File: config.mk
export PLATFORM = sky130hd
export DESIGN_NAME = ex_mem_latch
export DESIGN_NICKNAME = d
export VERILOG_FILES = /design/src/common/mem_stage_pkg.sv /design/src/rtl/ex_mem_latch.sv
export VERILOG_INCLUDE_DIRS = /design/src /design/src/common
export SDC_FILE = /design/constraint.sdc
export NUM_CORES = 1
export LEC_CHECK = 0
export BUFFER_PORTS_ARGS = -buffer_cell sky130_fd_sc_hd__buf_2
export CAP_MARGIN = 0
export CORE_MARGIN = 3
export CORE_UTILIZATION = 36
export DETAILED_ROUTE_END_ITERATION = 12
export MAX_ROUTING_LAYER = met4
export PLACE_DENSITY = 0.92
export SKIP_CTS_REPAIR_TIMING = 1
export SLEW_MARGIN = 5
export SYNTH_ARGS = -nofsm -noshare
export SYNTH_HDL_FRONTEND = slang
export SYNTH_SLANG_ARGS = --single-unit
export TNS_END_PERCENT = 30
File: constraint.sdc
create_clock -name clk_i -period 0.8 [get_ports clk_i]
set_input_delay 0.08 -clock clk_i [delete_from_list [all_inputs] [get_ports clk_i]]
set_output_delay 0.08 -clock clk_i [all_outputs]
set_load 0.02 [all_outputs]
File: src/common/mem_stage_consts.svh
`ifndef MEM_STAGE_CONSTS_SVH
`define MEM_STAGE_CONSTS_SVH

// Data path and byte address width.
`define DATA_W 32

// Register file index width, 32 registers.
`define REG_ADDR_W 5

// Word address width of the data RAM.
`define RAM_AW 10

`endif
File: src/common/mem_stage_pkg.sv
package mem_stage_pkg;

    // ==========================================================
    // Memory stage operation
    // ==========================================================

    // D2R passes the register value straight to write-back,
    // M2R loads from memory and R2M stores to memory.
    typedef enum logic [1:0] {
        OP_D2R = 2'd0,
        OP_M2R = 2'd1,
        OP_R2M = 2'd2
    } access_op_e;

    // ==========================================================
    // Access width
    // ==========================================================

    // Half and word accesses must sit on their natural boundary.
    typedef enum logic [1:0] {
        SZ_WORD = 2'd0,
        SZ_HALF = 2'd1,
        SZ_BYTE = 2'd2
    } access_sz_e;

endpackage

File: src/rtl/ex_mem_latch.sv
`timescale 1ns/10ps

`include "mem_stage_consts.svh"

module ex_mem_latch import mem_stage_pkg::*; (
    input  logic                   clk_i,
    input  logic                   rst_n_i,
    input  logic                   valid_i,
    input  access_op_e             op_i,
    input  access_sz_e             sz_i,
    input  logic                   unsigned_i,
    input  logic [`DATA_W-1:0]     addr_i,
    input  logic [`DATA_W-1:0]     wdata_i,
    input  logic [`REG_ADDR_W-1:0] reg_addr_i,
    output logic                   valid_o,
    output access_op_e             op_o,
    output access_sz_e             sz_o,
    output logic                   unsigned_o,
    output logic [`DATA_W-1:0]     addr_o,
    output logic [`DATA_W-1:0]     wdata_o,
    output logic [`REG_ADDR_W-1:0] reg_addr_o
);

    // ==========================================================
    // Control fields
    // ==========================================================

    // An empty slot is turned into a pass-through, so it can
    // never reach the RAM write port.
    always_ff @(posedge clk_i or negedge rst_n_i) begin
        if (!rst_n_i) begin
            valid_o <= 1'b0;
            op_o    <= OP_D2R;
        end else begin
            valid_o <= valid_i;
            op_o    <= valid_i ? op_i : OP_D2R;
        end
    end

    // ==========================================================
    // Operation payload
    // ==========================================================

    always_ff @(posedge clk_i) begin
        sz_o       <= sz_i;
        unsigned_o <= unsigned_i;
        addr_o     <= addr_i;
        wdata_o    <= wdata_i;
        reg_addr_o <= reg_addr_i;
    end

endmodule

* Yosys cells after proc, flatten, opt, wreduce, memory -nomap -nowiden
Index checks and enable logic that the tools add are counted.
** Operators by class
- Mux-type cells :: 1
** Operator list (number)
- $mux W2 :: 1
** Word-level totals
- Register bits :: 75
- Bits of input ports :: 77
- Output and inout port bits :: 75
- Word-level logic and storage cells :: 8

* Depth between registers and ports, before layout
- Word-level depth :: 1
- Gate-level depth with buffers :: 1
- Gate-level depth less buffers :: 1

* Least setup slack after synthesis
Ideal clock, no wire load.
- Kind :: flip-flop to output port
- Start :: register op_o[0]
- End :: output op_o[0]
- Arrival time :: 0.416 ns
- Required time :: 0.720 ns
- Setup slack :: 0.304 ns
- Cell stages (with the launch flop) :: 1
- Buffers on the path :: 0
- Cell sequence :: dfrtp_1
** RTL lines
- start: declaration :: RTL line ex_mem_latch.sv:16 : output access_op_e op_o,
- start signal: assignment :: RTL line ex_mem_latch.sv:36 : op_o <= valid_i ? op_i : OP_D2R;
No word-level cell between the ends.

* Worst setup path in the final report
- Start :: register valid_o
- End :: output valid_o
** RTL lines
- start: declaration :: RTL line ex_mem_latch.sv:15 : output logic valid_o,
- start signal: assignment :: RTL line ex_mem_latch.sv:35 : valid_o <= valid_i;
No word-level cell between the ends.

==> flow_summary.json <==
{
  "p_total_mw": 7.763,
  "drive_gt1_share_pct": 71.79,
  "layout_common_cells": "dlygate4sd3_1, buf_2, buf_6, dfxtp_2, clkbuf_8",
  "antenna_left": 0,
  "crit_type": "reg2out",
  "max_freq_ghz": 1.053,
  "dp_slack_ns": 0.2259,
  "synth-seq-cells": 75,
  "initial_utilization_pct": 37.68,
  "p_int_mw": 5.877,
  "crit_slowest_cell": "dfrtp_1",
  "post-dp-hpwl_mm": 3.051,
  "drt-pass1-iter-count": 4,
  "die_area_mm2": 0.005065,
  "viasPerCell": 4.230,
  "grt_pass1_wl_mm": 5.423,
  "power.switching_mw": 1.886,
  "grt_overflow": 0,
  "post-route-period-util_pct": 118.7,
  "drc": 0,
  "rsz0062_at_grt": "yes",
  "netlist_area_mm2": 0.001529,
  "arrival_ns": 0.87,
  "maxCapViolations": 0,
  "endpoint_kind": "primary output",
  "row_count": 23,
  "grt_max_degree": 12,
  "syn2layout_area_growth_pct": 148.0,
  "peakVddDrop_mv": 1.719,
  "violations": "setup timing",
  "syn_area_per_cell_um2": 19.86,
  "power_frac_seq_pct": 52.5,
  "routabilityCongestion": 0.7109,
  "relSlewSlack_pct": 92.45,
  "path_cells": "buf_6",
  "cp-startpoint": "valid_o$_DFF_PN0_",
  "core_mm2": 0.004058,
  "yosysWarnings": 0,
  "syn_inst": 77,
  "grt_use_total_pct": 15.22,
  "cts_tree": "built",
  "cts-buffers-inserted": 9,
  "path_max_fanout": 1,
  "outcome": "complete, but fails checks",
  "timing.setup.tns_ns": -5.248,
  "yosysSeqAreaShare_pct": 99.18,
  "hold_violations": 0,
  "drtIter0Drc": 51,
  "die_h_um": 71.17,
  "antenna_found_initial": 0,
  "portBuffers": 151,
  "cp_top_family": "flip-flops",
  "p_sw_share_pct": 24.30,
  "period_needed_ns": 0.9499,
  "setup_viol": 75,
  "num_vias": 1561,
  "clkTransAtPathRegs_ns": 0.07,
  "leakagePower_nw": 1.798,
  "worst_pin_slew_ns": 0.1132,
  "crit_buf_inv": 1,
  "syn-num-nets": 154,
  "power_frac_clock_pct": 32.0,
  "cts-root-buf": "clkbuf_8",
  "fin_ws_ns": -0.1499,
  "nets": 392,
  "die_w_um": 71.17,
  "clock_sinks": 75,
  "power_density_mw_per_mm2": 2047,
  "cp-start-kind": "flip-flop",
  "boundaryPins": 152,
  "first_global_vias": 1184,
  "diodes": 0,
  "wl_per_cell_um": 18.45,
  "clockBufferDepth": 2,
  "critical_path_required_ns": 0.72,
  "critPathMaxStageDelay_ns": 0.39,
  "drv_slew": 0,
  "p_comb_share_pct": 15.5,
  "yosysUniqueCellTypes": 3,
  "routed_wl_mm": 6.809,
  "hold_path.class": "in2async",
  "htree_levels": 3
}
## through the flow
stage / area [um^2] / utilization (%) / hold slack [ns] / cells
5_1_grt: 3792 / 93.46 / 0.05955 / 369
6_report: 3792 / 93.46 / 0.07728 / 369
3_3_place_gp: 2347 / 57.85 / -0.1236 / 278
3_5_place_dp: 2347 / 57.85 / -0.1206 / 278
4_1_cts: 2507 / 61.79 / -0.4900 / 293
2_1_floorplan: 1529 / - / -0.2156 / 77
## worst paths after layout
path | end | slack, ns | cells after the start
max | valid_o | -0.15 | 1
min | op_o[0]$_DFF_PN0_ | 0.08 | 2
max in group asynchronous | op_o[1]$_DFF_PN0_ | 0.61 | 2
min in group clk_i | wdata_o[24]$_DFF_P_ | 0.37 | 2
## layout make-up
cell class | instances | area [um^2]
Timing Repair Buffer | 227 | 1959
Clock inverter | 3 | 15.01
Tap cell | 50 | 62.56
Sequential cell | 75 | 1598
Multi-Input combinational cell | 2 | 12.51
Clock buffer | 12 | 145.1
Fill cell | 136 | 265.3
## synth_stat cells
master    n  share of area (%)
and2_1    2               0.82
dfrtp_1   3                4.9
dfxtp_1  72                 94
## metal layers
layer  share of wire (%)  global-route usage (%)  vias up
met5                   0                       -        -
li1                    -                       -      710
met2                  56                   25.20      101
met4                 4.6                   10.65        0
met1                  31                   13.59      719
met3                 7.8                   6.960       31
## cells by family after synthesis
| group | count (synthesis) | synth area share, % |
|---|---|---|
| and+or+nand+nor | 2 | 0.8182 |
| DFF | 75 | 99.18 |
## power by group through the flow
stage / clock (mW) / combinational (mW) / sequential (mW)
6_report: 2.48 / 1.20 / 4.08
4_1_cts: 2.46 / 0.649 / 3.98
5_1_grt: 2.67 / 1.26 / 4.09
3_3_place_gp: 0 / 0.633 / 4.06
3_5_place_dp: 0 / 0.648 / 4.07
2_1_floorplan: 0 / 0.00335 / 4.33
## state kept, by name, indices dropped and copies added, names as in the netlist
| name | flops |
|---|---|
| unsigned_o | 1 |
| op_o | 2 |
| valid_o | 1 |
| wdata_o | 32 |
| reg_addr_o | 5 |
| sz_o | 2 |
| addr_o | 32 |
Note: power is estimated with default switching activity, not from simulation.
