[src/common/mem_stage_consts.svh]
`ifndef MEM_STAGE_CONSTS_SVH
`define MEM_STAGE_CONSTS_SVH

// Data path and byte address width.
`define DATA_W 32

// Register file index width, 32 registers.
`define REG_ADDR_W 5

// Word address width of the data RAM.
`define RAM_AW 10

`endif
[src/common/mem_stage_pkg.sv]
package mem_stage_pkg;

    // ==========================================================
    // Memory stage operation
    // ==========================================================

    // D2R passes the register value straight to write-back,
    // M2R loads from memory and R2M stores to memory.
    typedef enum logic [1:0] {
        OP_D2R = 2'd0,
        OP_M2R = 2'd1,
        OP_R2M = 2'd2
    } access_op_e;

    // ==========================================================
    // Access width
    // ==========================================================

    // Half and word accesses must sit on their natural boundary.
    typedef enum logic [1:0] {
        SZ_WORD = 2'd0,
        SZ_HALF = 2'd1,
        SZ_BYTE = 2'd2
    } access_sz_e;

endpackage

[src/rtl/mem_wb_latch.sv]
`timescale 1ns/10ps

`include "mem_stage_consts.svh"

module mem_wb_latch import mem_stage_pkg::*; (
    input  logic                   clk_i,
    input  logic                   rst_n_i,
    input  logic                   valid_i,
    input  access_op_e             op_i,
    input  logic [`REG_ADDR_W-1:0] reg_addr_i,
    input  logic [`DATA_W-1:0]     data_i,
    input  logic                   misaligned_i,
    output logic                   valid_o,
    output logic                   wb_en_o,
    output logic [`DATA_W-1:0]     wb_data_o,
    output logic [`REG_ADDR_W-1:0] wb_reg_addr_o,
    output logic                   fault_o
);

    logic writes_reg;

    // Stores produce no register result.
    assign writes_reg = (op_i == OP_D2R) || (op_i == OP_M2R);

    // ==========================================================
    // Write-back control
    // ==========================================================

    always_ff @(posedge clk_i or negedge rst_n_i) begin
        if (!rst_n_i) begin
            valid_o <= 1'b0;
            wb_en_o <= 1'b0;
            fault_o <= 1'b0;
        end else begin
            valid_o <= valid_i;
            wb_en_o <= valid_i & writes_reg & ~misaligned_i;
            fault_o <= valid_i & misaligned_i;
        end
    end

    always_ff @(posedge clk_i) begin
        wb_data_o     <= data_i;
        wb_reg_addr_o <= reg_addr_i;
    end

endmodule

[config.mk]
export PLATFORM = sky130hd
export DESIGN_NAME = mem_wb_latch
export DESIGN_NICKNAME = d
export VERILOG_FILES = /design/src/common/mem_stage_pkg.sv /design/src/rtl/mem_wb_latch.sv
export VERILOG_INCLUDE_DIRS = /design/src /design/src/common
export SDC_FILE = /design/constraint.sdc
export NUM_CORES = 1
export LEC_CHECK = 0
export BUFFER_PORTS_ARGS = -buffer_cell sky130_fd_sc_hd__buf_4
export CORE_AREA = 2 2 51 58
export CTS_CLUSTER_DIAMETER = 150
export DETAILED_ROUTE_END_ITERATION = 12
export DIE_AREA = 0 0 53 60
export GPL_TIMING_DRIVEN = 0
export PLACE_DENSITY = 0.77
export SLEW_MARGIN = 25
export SYNTH_ARGS = -nofsm -noshare
export SYNTH_HDL_FRONTEND = slang
export SYNTH_SLANG_ARGS = --single-unit
[constraint.sdc]
create_clock -name clk_i -period 0.8 [get_ports clk_i]
set_input_delay 0.12 -clock clk_i [delete_from_list [all_inputs] [get_ports clk_i]]
set_output_delay 0.12 -clock clk_i [all_outputs]
set_load 0.05 [all_outputs]
==> Word-level counts from Yosys, hierarchy flattened <==
Index checks and enable logic that the tools add are counted.
{ "totals": {"reg_bits": 40, "output_inout_bits": 40, "elab_cells": 12} }
{ "classes": {"eq_ne": 1, "n_bitwise": 4, "reduce_logical": 2} }
{ "op_table": {"columns": ["operator", "n"], "rows": [
  ["1-bit AND", 3],
  ["2-bit by 1-bit == test with 1-bit output (second input constant)", 1],
  ["2-bit logical NOT", 1],
  ["1-bit logical OR", 1],
  ["1-bit NOT", 1]
]} }

==> Longest topological paths before layout <==
Gate-level depths: netlist of the first run.
{ "logic_depth": {"ltp_word": 4, "ltp_mapped": 1, "depth_no_buf": 1} }

==> Worst setup path before layout of the first run <==
OpenSTA, ideal clock, no wires.
{ "synth_timing": {"path_type": "flip-flop to output port", "start": "register wb_data_o[0]", "end": "output port wb_data_o[0]", "arrival_time_ps": 587, "required_ps": 680, "path_slack_ps": 93, "stages_incl_launch_ff": 1, "path_cell_list": "dfxtp_1"} }
{ "synth_lines": {"columns": ["element", "line", "source"], "rows": [
  ["start: declaration", "mem_wb_latch.sv:15", "output logic [`DATA_W-1:0] wb_data_o,"],
  ["start signal: assignment", "mem_wb_latch.sv:42", "wb_data_o <= data_i;"]
]} }
No word-level cell between the ends.

==> Worst setup path in the final report of the first run <==
{ "layout_timing": {"start": "register fault_o", "end": "output port fault_o"} }
{ "layout_lines": {"columns": ["element", "line", "source"], "rows": [
  ["start: declaration", "mem_wb_latch.sv:17", "output logic fault_o"],
  ["start signal: assignment", "mem_wb_latch.sv:37", "fault_o <= valid_i & misaligned_i;"]
]} }
No word-level cell between the ends.

==> run summary, run 1 <==
status: complete, but fails checks
violated checks: negative setup slack
clk root buf: clkbuf_4
synthesized flop and latch total: 40
Die W: 53 µm
syn_area_per_cell: 19.87 µm²
leakage power: 1.042 nW
Critical path buffers and inverters: 1
fillers: 126
sequential-to-total area share from yosys stat: 97.75%
IO Pins: 83
CTS tree: built
Peak supply drop: 1.552 mV
worst-path fanout max: 1
antenna-violating nets left: 0
maxcap violations: 0
cell count after synthesis: 42
crit path max-delay cell type: dfrtp_1
drt first-iter violations: 2
CP Launch Type: register
Hold/Removal Path Class: input port to async pin
FMAX: 1.004 GHz
Crit. Startpoint: fault_o
GP Congestion: 0.5799
CP endpoint kind: output pin
CTS Buf Count: 5
critical path class: register to output pin
largest net degree at the start of global routing: 13
DRC errors left: 0
global route overflow: 0
Port-buffer cells: 81
clock sinks: 40
final WL: 2.828 mm
Slew HR: 92.69%
RSZ-0062 raised after global routing: true
vias in the first global route: 885
CTS H-tree lvls: 2
Post-layout nets: 214
global-route wire length before repair: 3.836 mm
vias per cell: 3.883
fin crit share: 124.6%
n_diodes: 0
Placement Setup Slack: 0.1564 ns
final core utilization: 85.76%
Yosys cell types: 4
initial core utilization: 31.76%
total power: 0.004188 W
DRT Pass-1 Iters: 2
gr usage total: 18.25%
slowest cell delay on critical path: 0.40 ns
crit path DAT: 0.88 ns
WL/cell: 13.80 µm
antenna violations before repair: 0
Layout area overhead: 170.0%
Slew Limit Fails: 0
Max clock buf depth: 2
via count: 796
layout cells sized above 1: 73.84%
Syn. warnings: 0
Net Count, Synth: 85
Placeable Area: 2628 µm²
Pwr Density: 1858 nW/µm²
Rows: 20
final setup TNS: -5.502 ns
Period minus WS final: 0.9965 ns
Clock transition at path regs: 0.11 ns
Setup-failing EPs final: 40
full die area: 3180 µm²
crit-path cells: buf_6
setup slack after layout: -0.1965 ns
DIE HEIGHT: 60 µm
CP delay by family, top: flip-flops
CP Data Required Time: 0.68 ns
final hold vios: 0
Hold Slack: 0.1182 ns
Synth Cell Area: 834.6 µm²
Tightest Pin Transition: 0.1092 ns
-- layer usage --
metal / global-route usage (%) / up-vias / part of all wire (%)
met2: 40.54 / 48 / 63
met1: 12.48 / 363 / 29
met4: 6.593 / 0 / 0
met3: 6.500 / 0 / 7.9
li1: - / 385 / -
met5: 0 / - / 0
-- stage by stage --
step | cell area, µm² | cells
3_3_place_gp | 1484 | 156
6_report | 2253 | 205
5_1_grt | 2253 | 205
2_1_floorplan | 834.6 | 42
3_5_place_dp | 1484 | 156
4_1_cts | 2201 | 205
-- timing repair --
item,in CTS,in global routing
setup buffers,0,0
hold endpoints to repair,43,0
endpoints found under the setup margin,40,40
resized for setup,90,14
cloned,0,0
hold buffers,41,0
-- cells in the mapped netlist, drive strengths merged --
master,number,share of area (%)
nor3b,1,1.5
dfxtp,37,89
and2,1,0.75
dfrtp,3,9.0
-- cell families after synthesis --
family / synth area share, %
AND/OR/NAND/NOR: 2.249
flip-flops: 97.75
-- cell usage in the layout (no fill, tap or decap) --
| cell | netlist | routed |
|---|---|---|
| dlygate4sd3_1 | 0 | 41 |
| buf_4 | 0 | 41 |
| dfxtp_2 | 0 | 37 |
| buf_8 | 0 | 27 |
| buf_6 | 0 | 13 |
| clkbuf_4 | 0 | 5 |
| dfrtp_1 | 3 | 3 |
| clkinv_2 | 0 | 2 |
| nor3b_2 | 1 | 1 |
| and2_1 | 1 | 1 |
| clkbuf_8 | 0 | 1 |
-- registers in the layout, summed over array words and instances, names as in the netlist --
name / count
wb_reg_addr_o: 5
fault_o: 1
wb_en_o: 1
valid_o: 1
wb_data_o: 32
-- path summary, 6_finish.rpt --
| path | to | cells after the start | slack, ns |
|---|---|---|---|
| worst max-delay path | fault_o | 1 | -0.20 |
| worst min-delay path | wb_en_o | 2 | 0.12 |
| max in group asynchronous | valid_o | 2 | 0.59 |
| min in group clk_i | wb_data_o[11] | 2 | 0.43 |
-- report_power, final --
group          switching (W)  internal [W]
Clock               0.000586      0.000419
Sequential         0.0000633       0.00212
Combinational       0.000490      0.000510
Total                0.00114       0.00305
-- area by class of cell --
| cell class | count | area [µm²] | share of cell area [%] |
|---|---|---|---|
| clock buffers | 6 | 51.30 | 2.277 |
| clock inverters | 2 | 10.01 | 0.4442 |
| multi-input cells | 2 | 18.77 | 0.8329 |
| flip-flops and latches | 40 | 862.1 | 38.26 |
| well taps | 33 | 41.29 | 1.832 |
| repair buffers | 122 | 1270 | 56.36 |
Power figures use the tool's default switching activity.
==> run 2, diff against run 1 <==
CELL_PAD_IN_SITES_DETAIL_PLACEMENT = 0   (was default)
CELL_PAD_IN_SITES_GLOBAL_PLACEMENT = 1   (was default)
CORE_AREA = 2 2 60 67   (was 2 2 51 58)
DIE_AREA = 0 0 62 69   (was 0 0 53 60)
HOLD_SLACK_MARGIN = 0.12   (was default)
==> run 2 against run 1 <==
The run still ends with negative setup slack left. Utilization fell by 21 points. Sequential power barely moved. Combinational power barely moved. Worst setup slack improved by 0.066 ns. Hold slack improved by 0.055 ns. Fmax rose by 7.1%. Flip-flop and latch count did not move. Non-clock buffer count did not move. Sequential share of layout area fell by 1.4 points. Largest power group unchanged. Highest routed layer is now met4.
==> run summary, run 2 (synthesized netlist as in run 1, its figures left out) <==
crit path max-delay cell type: dfrtp_1
CP Launch Type: register
vias in the first global route: 907 (+2.5%)
clk root buf: clkbuf_8
n_diodes: 0 (unchanged)
sw power: 0.001182 W (+3.8%)
via count: 808 (+1.5%)
Post-layout nets: 214 (unchanged)
Max clock buf depth: 2 (unchanged)
IO Pins: 83 (unchanged)
critical path class: register to output pin
Placeable Area: 3597 µm² (+37%)
crit-path cells: buf_6
Critical path buffers and inverters: 1 (unchanged)
register share of total power: 46.0% (-6.1 points)
gr usage total: 12.71% (-5.5 points)
maxcap violations: 0 (unchanged)
Layout area overhead: 180.4%
crit path DAT: 0.81 ns (-0.07 ns)
antenna violations before repair: 0 (unchanged)
vias per cell: 3.640 (-6.3%)
CP delay by family, top: flip-flops
status: complete, but fails checks
sw frac: 24.90% (-2.3 points)
global route overflow: 0 (unchanged)
setup slack after layout: -0.1307 ns (+0.06579 ns)
GP Congestion: 0.6157 (+6.2%)
FMAX: 1.074 GHz (+7.1%)
Setup-failing EPs final: 40 (unchanged)
Comb pwr share: 21.1% (-2.8 points)
final setup TNS: -3.142 ns (+2.361 ns)
clock sinks: 40 (unchanged)
CTS H-tree lvls: 2 (unchanged)
Hold Slack: 0.1729 ns (+0.05472 ns)
full die area: 4278 µm² (+35%)
fillers: 252 (+100%)
drt first-iter violations: 14 (+12)
Tightest Pin Transition: 0.1358 ns (+0.02661 ns)
WL/cell: 11.71 µm (-15%)
final WL: 2.600 mm (-8.1%)
Clock transition at path regs: 0.07 ns (-0.04 ns)
slowest cell delay on critical path: 0.38 ns (-0.02 ns)
commonest cells after routing, fill and taps aside: dlygate4sd3_1, buf_4, dfxtp_2, buf_8, buf_6
initial core utilization: 23.20% (-8.6 points)
Die W: 62 µm (+17%)
worst-path fanout max: 1 (unchanged)
Int Power: 0.003565 W (+17%)
RSZ-0062 raised after global routing: true
CTS Buf Count: 5 (unchanged)
layout cells sized above 1: 73.26% (-0.58 points)
Period minus WS final: 0.9307 ns (-0.06579 ns)
DRT Pass-1 Iters: 2 (unchanged)
DIE HEIGHT: 69 µm (+15%)
final hold vios: 0 (unchanged)
Hold/Removal Path Class: input port to async pin
clock network power share: 32.9% (+8.9 points)
Rows: 23 (+15%)
Slew Limit Fails: 0 (unchanged)
violated checks: negative setup slack
largest registers: wb_data_o: 32 flops, wb_reg_addr_o: 5 flops
leakage power: 1.066 nW (+2.3%)
Port-buffer cells: 81 (unchanged)
CP Data Required Time: 0.68 ns (about the same)
DRC errors left: 0 (unchanged)
antenna-violating nets left: 0 (unchanged)
global-route wire length before repair: 3.857 mm (+0.55%)
fin crit share: 116.3% (-8.2 points)
Biggest register: wb_data_o
largest net degree at the start of global routing: 13 (unchanged)
Pwr Density: 2029 nW/µm² (+9.2%)
Slew HR: 90.90% (-1.8 points)
critical path depth: 1 (unchanged)
CTS tree: built
CP endpoint kind: output pin
max reg flops: 32 (unchanged)
Peak supply drop: 1.289 mV (-17%)
[run 2: changes by cell type in the layout (fill, tap and decap cells not counted), sizes merged]
cell	before	now
bufinv	0	1
clkinv	2	1
[run 2: through the flow]
| step | instance area [µm²] | util, % | std cells | setup WS [ns] | total power, W |
|---|---|---|---|---|---|
| 2_1_floorplan | 834.6 | - | 42 | 0.09267 | 0.002554 |
| 3_3_place_gp | 1505 | 41.84 | 173 | 0.1518 | 0.002872 |
| 3_5_place_dp | 1505 | 41.84 | 173 | 0.1513 | 0.002883 |
| 4_1_cts | 2298 | 63.90 | 222 | -0.1422 | 0.004767 |
| 5_1_grt | 2340 | 65.04 | 222 | -0.1520 | 0.004948 |
| 6_report | 2340 | 65.04 | 222 | -0.1307 | 0.004748 |
[run 2: power groups by stage]
stage	registers, W	logic [W]	clock network (W)
floorplan	0.00255	0.00000418	0
global placement	0.00217	0.000701	0
detailed placement	0.00217	0.000709	0
CTS	0.00218	0.000978	0.00161
global route	0.00219	0.00104	0.00172
finish	0.00218	0.00100	0.00156
[run 2: area by class of cell]
cell class / count / area (µm²) / share of cell area (%)
Clock buffer: 6 / 72.57 / 3.102
Tap cell: 50 / 62.56 / 2.674
Multi-Input combinational cell: 2 / 18.77 / 0.8021
Sequential cell: 40 / 862.1 / 36.84
Timing Repair Buffer: 122 / 1289 / 55.08
Clock inverter: 2 / 35.03 / 1.497
[run 2: path summary, 6_finish.rpt]
| check | from | end |
|---|---|---|
| setup / recovery | wb_en_o | wb_en_o |
| hold / removal | rst_n_i | wb_en_o |
| max in group asynchronous | rst_n_i | valid_o |
| min in group clk_i | data_i[23] | wb_data_o[23] |
[run 2: routing by layer]
metal / global-route usage [%] / up-vias / share of wire (%)
li1: - / 385 / -
met2: 24.77 / 45 / 62
met3: 4.690 / 5 / 8.4
met5: 0 / - / 0
met4: 6.383 / 0 / 1.5
met1: 9.658 / 373 / 28
[run 2: timing repair]
item,CTS,global route
buffers inserted,0,0
endpoints found under the hold margin,43,0
resized for setup,98,11
pin swaps,0,0
setup endpoints to repair,40,40
hold buffers,41,0
