File: config.mk
export PLATFORM = sky130hd
export DESIGN_NAME = mem_access_align
export DESIGN_NICKNAME = d
export VERILOG_FILES = /design/src/common/mem_stage_pkg.sv /design/src/mm/mem_access_align.sv
export VERILOG_INCLUDE_DIRS = /design/src /design/src/common
export SDC_FILE = /design/constraint.sdc
export NUM_CORES = 1
export LEC_CHECK = 0
export BUFFER_PORTS_ARGS = -buffer_cell sky130_fd_sc_hd__buf_4
export CORE_AREA = 2 2 78 80
export DETAILED_ROUTE_END_ITERATION = 8
export DIE_AREA = 0 0 80 82
export PLACE_DENSITY = 0.81
export SLEW_MARGIN = 25
export SYNTH_ARGS = -nofsm -noshare
export SYNTH_HDL_FRONTEND = slang
export SYNTH_SLANG_ARGS = --single-unit
File: constraint.sdc
create_clock -name vclk -period 1.7
set_input_delay 0.085 -clock vclk [all_inputs]
set_output_delay 0.085 -clock vclk [all_outputs]
set_load 0.01 [all_outputs]
File: src/common/mem_stage_consts.svh
`ifndef MEM_STAGE_CONSTS_SVH
`define MEM_STAGE_CONSTS_SVH

// Data path and byte address width.
`define DATA_W 32

// Register file index width, 32 registers.
`define REG_ADDR_W 5

// Word address width of the data RAM.
`define RAM_AW 10

`endif
File: src/common/mem_stage_pkg.sv
package mem_stage_pkg;

    // ==========================================================
    // Memory stage operation
    // ==========================================================

    // D2R passes the register value straight to write-back,
    // M2R loads from memory and R2M stores to memory.
    typedef enum logic [1:0] {
        OP_D2R = 2'd0,
        OP_M2R = 2'd1,
        OP_R2M = 2'd2
    } access_op_e;

    // ==========================================================
    // Access width
    // ==========================================================

    // Half and word accesses must sit on their natural boundary.
    typedef enum logic [1:0] {
        SZ_WORD = 2'd0,
        SZ_HALF = 2'd1,
        SZ_BYTE = 2'd2
    } access_sz_e;

endpackage

File: src/mm/mem_access_align.sv
`timescale 1ns/10ps

`include "mem_stage_consts.svh"

module mem_access_align import mem_stage_pkg::*; (
    input  logic               valid_i,
    input  access_op_e         op_i,
    input  access_sz_e         sz_i,
    input  logic               unsigned_i,
    input  logic [`DATA_W-1:0] addr_i,
    input  logic [`DATA_W-1:0] wdata_i,
    input  logic [`DATA_W-1:0] mem_data_i,
    output logic [`DATA_W-1:0] mem_address_o,
    output logic               mem_wr_o,
    output logic [3:0]         mem_byte_en_o,
    output logic [`DATA_W-1:0] mem_data_o,
    output logic [`DATA_W-1:0] data_o,
    output logic               misaligned_o
);

    logic        mem_op;
    logic [15:0] half_lane;
    logic [7:0]  byte_lane;

    assign mem_address_o = {addr_i[`DATA_W-1:2], 2'b00};
    assign mem_op        = (op_i == OP_M2R) || (op_i == OP_R2M);

    // Only memory operations can fault; a pass-through carries no address.
    always_comb begin
        case (sz_i)
            SZ_HALF: misaligned_o = mem_op & addr_i[0];
            SZ_BYTE: misaligned_o = 1'b0;
            default: misaligned_o = mem_op & (addr_i[1:0] != 2'b00);
        endcase
    end

    // ==========================================================
    // Big-endian lane selection
    // ==========================================================

    // Offset 0 is the most significant byte of the word.
    always_comb begin
        half_lane = addr_i[1] ? mem_data_i[15:0] : mem_data_i[31:16];
        case (addr_i[1:0])
            2'b00:   byte_lane = mem_data_i[31:24];
            2'b01:   byte_lane = mem_data_i[23:16];
            2'b10:   byte_lane = mem_data_i[15:8];
            default: byte_lane = mem_data_i[7:0];
        endcase
    end

    always_comb begin
        case (sz_i)
            SZ_HALF: mem_byte_en_o = addr_i[1] ? 4'b0011 : 4'b1100;
            SZ_BYTE: mem_byte_en_o = 4'b1000 >> addr_i[1:0];
            default: mem_byte_en_o = 4'b1111;
        endcase
    end

    // ==========================================================
    // Load extension and store replication
    // ==========================================================

    always_comb begin
        mem_wr_o   = 1'b0;
        mem_data_o = '0;
        data_o     = wdata_i;
        case (op_i)
            OP_M2R: begin
                case (sz_i)
                    SZ_HALF: data_o = unsigned_i ? {{(`DATA_W-16){1'b0}}, half_lane}
                                                 : {{(`DATA_W-16){half_lane[15]}}, half_lane};
                    SZ_BYTE: data_o = unsigned_i ? {{(`DATA_W-8){1'b0}}, byte_lane}
                                                 : {{(`DATA_W-8){byte_lane[7]}}, byte_lane};
                    default: data_o = mem_data_i;
                endcase
            end
            OP_R2M: begin
                // The byte enables pick the lane, so every lane gets a copy.
                mem_wr_o = valid_i & ~misaligned_o;
                case (sz_i)
                    SZ_HALF: mem_data_o = {2{wdata_i[15:0]}};
                    SZ_BYTE: mem_data_o = {4{wdata_i[7:0]}};
                    default: mem_data_o = wdata_i;
                endcase
            end
            default: begin
                data_o = wdata_i;
            end
        endcase
    end

endmodule

### Yosys cells after proc, flatten, opt, wreduce, memory -nomap -nowiden

Index checks and enable logic that the tools add are counted.

| operators by class | value |
|---|---|
| equal/unequal tests | 6 |
| shifts and indexed selects | 1 |
| muxes and demuxes | 12 |
| bitwise operators | 4 |
| reductions and logical operators | 3 |

Operator list:

| cell | number |
|---|---|
| 2-to-1 mux 32 bit | 4 |
| case mux 32 bit (2 select lines) | 2 |
| case mux 8 bit (3 select lines) | 1 |
| 2-to-1 mux 16 bit | 1 |
| case mux 4 bit (2 select lines) | 1 |
| equality test 2 x 1 -> 1 bit (second input constant) | 3 |
| equality test 2 bit (second input constant) | 3 |
| 2-to-1 mux 4 bit | 1 |
| right shift 4 x 2 -> 4 bit (first input constant) | 1 |
| AND 1 bit | 3 |
| zero test 2 bit | 1 |
| case mux 1 bit (2 select lines) | 1 |
| nonzero test 2 bit | 1 |
| logical OR 1 bit | 1 |
| 2-to-1 mux 1 bit | 1 |
| inverter 1 bit | 1 |

| storage, ports and cells | value |
|---|---|
| register bits | 0 |
| bits of input ports | 102 |
| output and inout port bits | 102 |
| logic and storage cells | 26 |

### Longest topological paths before layout

Gate-level depths: netlist of the first run.

| depth | value |
|---|---|
| depth in word-level cells | 7 |
| mapped depth | 8 |
| depth with buffers taken out | 6 |

### Worst setup path before layout of the first run

No wires, ideal clock.

| timing | value |
|---|---|
| path kind | input to output |
| start | input port sz_i[0] |
| end | output port data_o[16] |
| data arrival time | 1.477 ns |
| data required time | 1.615 ns |
| setup slack | 0.138 ns |
| stages | 6 |
| buffers on the path | 2 |
| cells stage by stage | inv_1 > ha_1 > clkbuf_1 > clkbuf_1 > nand2_1 > a221oi_1 |

| between the ends | value |
|---|---|
| longest elaborated chain between the ends | 3 |

Ends and longest elaborated chain:

| item | RTL line | source |
|---|---|---|
| start: declaration | mem_access_align.sv:8 | `input access_sz_e sz_i,` |
| equality test 2 bit / equality test 2 x 1 -> 1 bit (equally long branches) | mem_access_align.sv:70 | `case (sz_i)` |
| case mux 32 bit (2 select lines) * | mem_access_align.sv:70 |  |
| 2-to-1 mux 32 bit * | mem_access_align.sv:68 | `case (op_i)` |
| end: declaration | mem_access_align.sv:17 | `` output logic [`DATA_W-1:0] data_o, `` |

Every way passes the cells marked *; elsewhere a longest branch is shown, timed or not.

### Final worst setup path of the first run

| timing | value |
|---|---|
| start | input port sz_i[0] |
| end | output port data_o[6] |

The elaborated chain is that of the path after synthesis.

==> results of run 1 <==
[cell usage in the layout, fill, tap and decap left out, types with 2 or more instances in the layout]
| cell | synthesis | routed |
|---|---|---|
| nor2_1 | 22 | 21 |
| a221oi_1 | 6 | 5 |
| nor3_1 | 3 | 3 |
| nand2_1 | 28 | 27 |
| mux2i_1 | 9 | 9 |
| a22oi_1 | 22 | 22 |
| a221o_1 | 8 | 8 |
| a21oi_1 | 34 | 34 |
| o22ai_1 | 14 | 14 |
| conb_1 | 1 | 2 |
| a221oi_2 | 10 | 11 |
| nor3b_1 | 9 | 8 |
| o211a_1 | 8 | 8 |
| mux2_2 | 9 | 9 |
| ha_1 | 4 | 2 |
| buf_12 | 0 | 2 |
| nor2b_1 | 18 | 17 |
| buf_4 | 33 | 159 |
| nand3b_1 | 2 | 2 |
| and2_1 | 8 | 8 |
| inv_1 | 5 | 4 |
| o21ai_0 | 7 | 7 |
[worst paths after layout]
kind	end	slack (ps)	start
max	data_o[6]	50	sz_i[0]
min	mem_address_o[13]	170	addr_i[13]
[final cells by class]
cell class	instances	area, sq um
well taps	75	93.8
fillers	605	2800
inverters	6	23.8
repair buffers	161	1230
multi-input cells	227	1590
[metal layers]
layer  vias to the layer above  part of all wire
met2                       169              0.47
met5                         -                 0
met4                         0             0.013
li1                       1264                 -
met1                      1283              0.42
met3                        20             0.096
[timing repair]
item	CTS	global route
endpoints found under the setup margin	25	27
gates resized for setup	5	4
hold buffers	0	0
pin swaps	0	2
[per-stage QoR]
| stage | util | power [uW] | cells | TNS (ps) |
|---|---|---|---|---|
| 4_1_cts | 0.511 | 1020 | 469 | 0 |
| 3_3_place_gp | 0.507 | 999 | 469 | -1310 |
| 5_1_grt | 0.513 | 1100 | 469 | -5.36 |
| 2_1_floorplan | - | 582 | 293 | 0 |
| 6_report | 0.513 | 1030 | 469 | 0 |
| 3_5_place_dp | 0.507 | 1010 | 469 | -1280 |
[power breakdown]
group          switching (uW)  leakage [uW]  internal [uW]
clock network               0             0              0
logic                     525       0.00141            504
registers                   0             0              0
[logic make-up after synthesis]
family | count (synthesis) | synth area share
multiplexers | 18 | 0.0983
adder cells (fa/ha/maj) | 4 | 0.0257
other | 1 | 0.00193
AO/OA/AOI/OAI | 110 | 0.426
buffers and inverters | 66 | 0.203
AND/OR/NAND/NOR | 93 | 0.245
==> impl_results.md, run 1 <==
* Initial antenna violation count at 0
* Period utilization at 0.973
* Chip Height at 82 um
* GR Util met2 at 0.413
* Initial Utilization at 0.339
* Crit Path Max Fanout at 7
* CP Cell Sequence: buf_4 -> buf_4 -> ha_1 -> a21oi_1 -> nor2_2 -> a22oi_1 -> o22ai_1 -> buf_4
* Worst Hold Depth at 0
* CP max-delay cell: a21oi_1
* CP Class: primary input to output port
* CP peak stage delay at 290 ps
* Post-CTS Setup Repair Bufs at 0
* Top post-synthesis cells by area: buf_4, a21oi_1, a22oi_1
* Post-synthesis cell type count at 30
* DP Wirelength at 7120 um
* Largest net degree at the start of global routing at 34
* DRT antenna net count at 0
* Most common cell on crit path: buf_4
* Synthesized instance count at 292
* Synth top cells by count: a21oi_1, buf_4, nand2_1, a22oi_1, nor2_1
* GRT Residual Overflow at 0
* Design area at 2950 sq um
* Levels on crit path at 8
* P_leak at 0.00141 uW
* RSZ-0062 raised after global routing: yes
* Startpoint Class: primary input
* CP required at 1620 ps
* Sequential area share after synthesis at 0
* Core footprint at 5750 sq um
* Max_slew headroom at 0.622
* Worst slack, placed at -152 ps
* DRT Pass-1 Iters at 5
* Residual DRC at 0
* # setup viols final at 0
* Die area at 6560 sq um
* FMAX at 604 MHz
* Pins Over Slew Limit at 0
* Sequential cells at 0
* Via Count at 2736
* Max Cap Viol at 0
* Global Route met3 Usage at 0.0308
* Actual slew at the worst max-slew pin at 564 ps
* Syn_area_per_cell at 6.67 sq um
* Worst vdd ir at 0.000134 V
* Drt via density at 5.83
* Layout cells sized above 1 at 0.485
* HP Class: primary input to output port
* Diode count at 0
* Met1 Use GR at 0.341
* First-pass GRT wire length at 12700 um
* Initial DRC Count at 178
* Critical Path Sink Type: output port
* Worst Setup Slack, final at 45.3 ps
* Per-cell routed wire length at 18.9 um
* Top-count cell post-synth: a21oi_1
* IO Pins at 204
* # rows at 28
* Sequential Area at 0 sq um
* All-layer global routing usage at 0.244
* Worst EP arrival at 1570 ps
* Post-synth top area share at 0.127
* Power Density at 350 nW/um^2
* Final min period at 1650 ps
* Clkbuf count at 0
* Layout area overhead at 51.3%
* Status: completed
* Routed Wire Length at 8870 um
* Fin nets at 502
* Final RePlAce weighted congestion at 0.899
* Hold slack final at 170 ps
* Placement Cell Area at 2910 sq um
* Final hold violations at 0
* Bufs and invs on worst path at 3
* Global route hottest layer: met2
* Die W at 80 um
* Largest area contributor in the netlist: buf_4
* Mapped cell area at 1950 sq um
* Delay-heaviest family, CP: compound AO/OA/AOI/OAI gates
* Syn. warnings at 0
* Number of global-route vias before repair at 2377
* I/O Buffers at 142
Power figures use the tool's default switching activity.
==> run 2: changes to the inputs <==
--- a/config.mk
+++ b/config.mk
@@ -6,11 +6,11 @@
 export SDC_FILE = /design/constraint.sdc
 export NUM_CORES = 1
 export LEC_CHECK = 0
-export BUFFER_PORTS_ARGS = -buffer_cell sky130_fd_sc_hd__buf_4
 export CORE_AREA = 2 2 78 80
 export DETAILED_ROUTE_END_ITERATION = 8
 export DIE_AREA = 0 0 80 82
-export PLACE_DENSITY = 0.81
+export DONT_BUFFER_PORTS = 1
+export PLACE_DENSITY = 0.5
 export SLEW_MARGIN = 25
 export SYNTH_ARGS = -nofsm -noshare
 export SYNTH_HDL_FRONTEND = slang
==> run 2 against run 1 <==
  * Final cell count shrank 26%
  * Die area is the same
  * First-iteration DRC count grew 4.5%
  * Worst hold slack is the same
  * Critical path depth is the same
  * Core utilization shrank 16 points
  * Largest power group unchanged
  * Highest routed layer unchanged
==> impl_results.md, run 2 (synthesized netlist as in run 1, its figures left out) <==
* Die W at 80 um (unchanged)
* Worst EP arrival at 1490 ps (-80 ps)
* Drt via density at 6.22 (+6.7%)
* Final RePlAce weighted congestion at 0.871 (-3.1%)
* Fin nets at 379 (-25%)
* Hold Buf Count CTS at 0 (unchanged)
* Final min period at 1580 ps (-79.6 ps)
* Residual DRC at 0 (unchanged)
* CP peak stage delay at 330 ps (+40 ps)
* Chip Height at 82 um (unchanged)
* Startpoint Class: primary input
* Status: completed
* Clkbuf count at 0 (unchanged)
* Period utilization at 0.927 (-0.0468)
* HP Class: primary input to output port
* Pins Over Slew Limit at 0 (unchanged)
* CP Class: primary input to output port
* Clk pwr share at 0 (unchanged)
* CP Cell Sequence: inv_1 -> ha_2 -> nand2_1 -> o22a_1 -> and3_1 -> buf_12 -> a221oi_1 -> buf_4
* Core footprint at 5750 sq um (unchanged)
* Worst vdd ir at 0.000106 V (-21%)
* DP Wirelength at 6370 um (-11%)
* GRT Residual Overflow at 0 (unchanged)
* DRT Pass-1 Iters at 4 (-1)
* RSZ-0062 raised after global routing: no
* Critical Path Sink Type: output port
* Max_slew headroom at 0.651 (+0.0283)
* Layout area overhead at 3.08%
* I/O Buffers at 0 (-100%)
* Diode count at 0 (unchanged)
* Final hold violations at 0 (unchanged)
* Most frequent cells in the layout: buf_4, a21oi_1, nand2_1
* Final Non-Filler Cells at 346 (-26%)
* FMAX at 635 MHz (+5.1%)
* All-layer global routing usage at 0.211 (-0.0337)
* Int Pwr at 308 uW (-39%)
* Number of global-route vias before repair at 1865 (-22%)
* Initial antenna violation count at 0 (unchanged)
* WHS Endpoint: mem_address_o[25]
* Die area at 6560 sq um (unchanged)
* CP max-delay cell: a221oi_1
* Per-cell routed wire length at 22.5 um (+19%)
* Actual slew at the worst max-slew pin at 522 ps (-41.9 ps)
* First-pass GRT wire length at 10800 um (-14%)
* Crit Path Max Fanout at 16 (+9)
* CP required at 1620 ps (about the same)
* # setup viols final at 0 (unchanged)
* DRT antenna net count at 0 (unchanged)
* IO Pins at 204 (unchanged)
* Worst Setup Slack, final at 125 ps (+79.6 ps)
* Setup TNS at 0 ps (unchanged)
* Sequential Area at 0 sq um (unchanged)
* Total Power at 702 uW (-32%)
* P_sw at 395 uW (-25%)
* Post-CTS sizing at 0 (-5)
* Layout cells sized above 1 at 0.229 (-0.256)
* Power Density at 350 nW/um^2 (+0.13%)
* Max Cap Viol at 0 (unchanged)
* Sw frac at 0.562 (+0.0514)
* Post-CTS Setup Repair Bufs at 0 (unchanged)
* Routed Wire Length at 7790 um (-12%)
* Placement Cell Area at 2000 sq um (-31%)
* Hold Startpoint: addr_i[25]
* Sequential cells at 0 (unchanged)
* Placed cell count at 346 (-26%)
* Via Count at 2153 (-21%)
* Commonest non-fill, non-tap cell in the layout: buf_4
* P_leak at 0.000805 uW (-43%)
* Initial Utilization at 0.339 (unchanged)
* Gate power share at 1.000 (about the same)
* Initial DRC Count at 186 (+4.5%)
* # rows at 28 (unchanged)
* Power share of the sequential group at 0 (unchanged)
* Design area at 2010 sq um (-32%)
* Worst slack, placed at 87.2 ps (+239 ps)
* Worst Hold Depth at 0 (unchanged)
* Largest net degree at the start of global routing at 42 (+24%)
[run 2: worst max path at each step]
stage | from | to | slack [ps] | cells after the start
floorplan | sz_i[0] | data_o[16] | 140 | 6
global placement | sz_i[0] | data_o[11] | 20 | 7
detailed placement | sz_i[0] | data_o[11] | 90 | 7
CTS | sz_i[0] | data_o[11] | 70 | 7
global route | sz_i[0] | data_o[30] | 1 | 8
finish | sz_i[0] | data_o[30] | 120 | 8
[run 2: per-stage QoR]
stage          hold WS [ps]   util
6_report                170  0.349
5_1_grt                 170  0.349
4_1_cts                 170  0.348
3_5_place_dp            170  0.348
3_3_place_gp            170  0.348
2_1_floorplan           262      -
[run 2: metal layers]
metal	global-route usage	wire, um
met5	0	0
met4	0.0186	72
met3	0.0670	929
met2	0.333	3430
met1	0.290	3350
[run 2: cell type report]
class	instances	area, sq um
Inverter	6	22.5
Tap cell	75	93.8
Timing Repair Buffer	38	323
Fill cell	669	3740
Multi-Input combinational cell	227	1570
[run 2: power groups by stage]
stage               clock (uW)  sequential (uW)  combinational, uW
floorplan                    0                0                582
global placement             0                0                693
detailed placement           0                0                700
CTS                          0                0                703
global route                 0                0                765
finish                       0                0                702
[run 2: worst max-delay path, delay by kind of cell]
kind            cells  cell delay, ps
simple gates        2             280
buf+inv             3             380
fa+ha+maj           1             210
compound gates      2             530
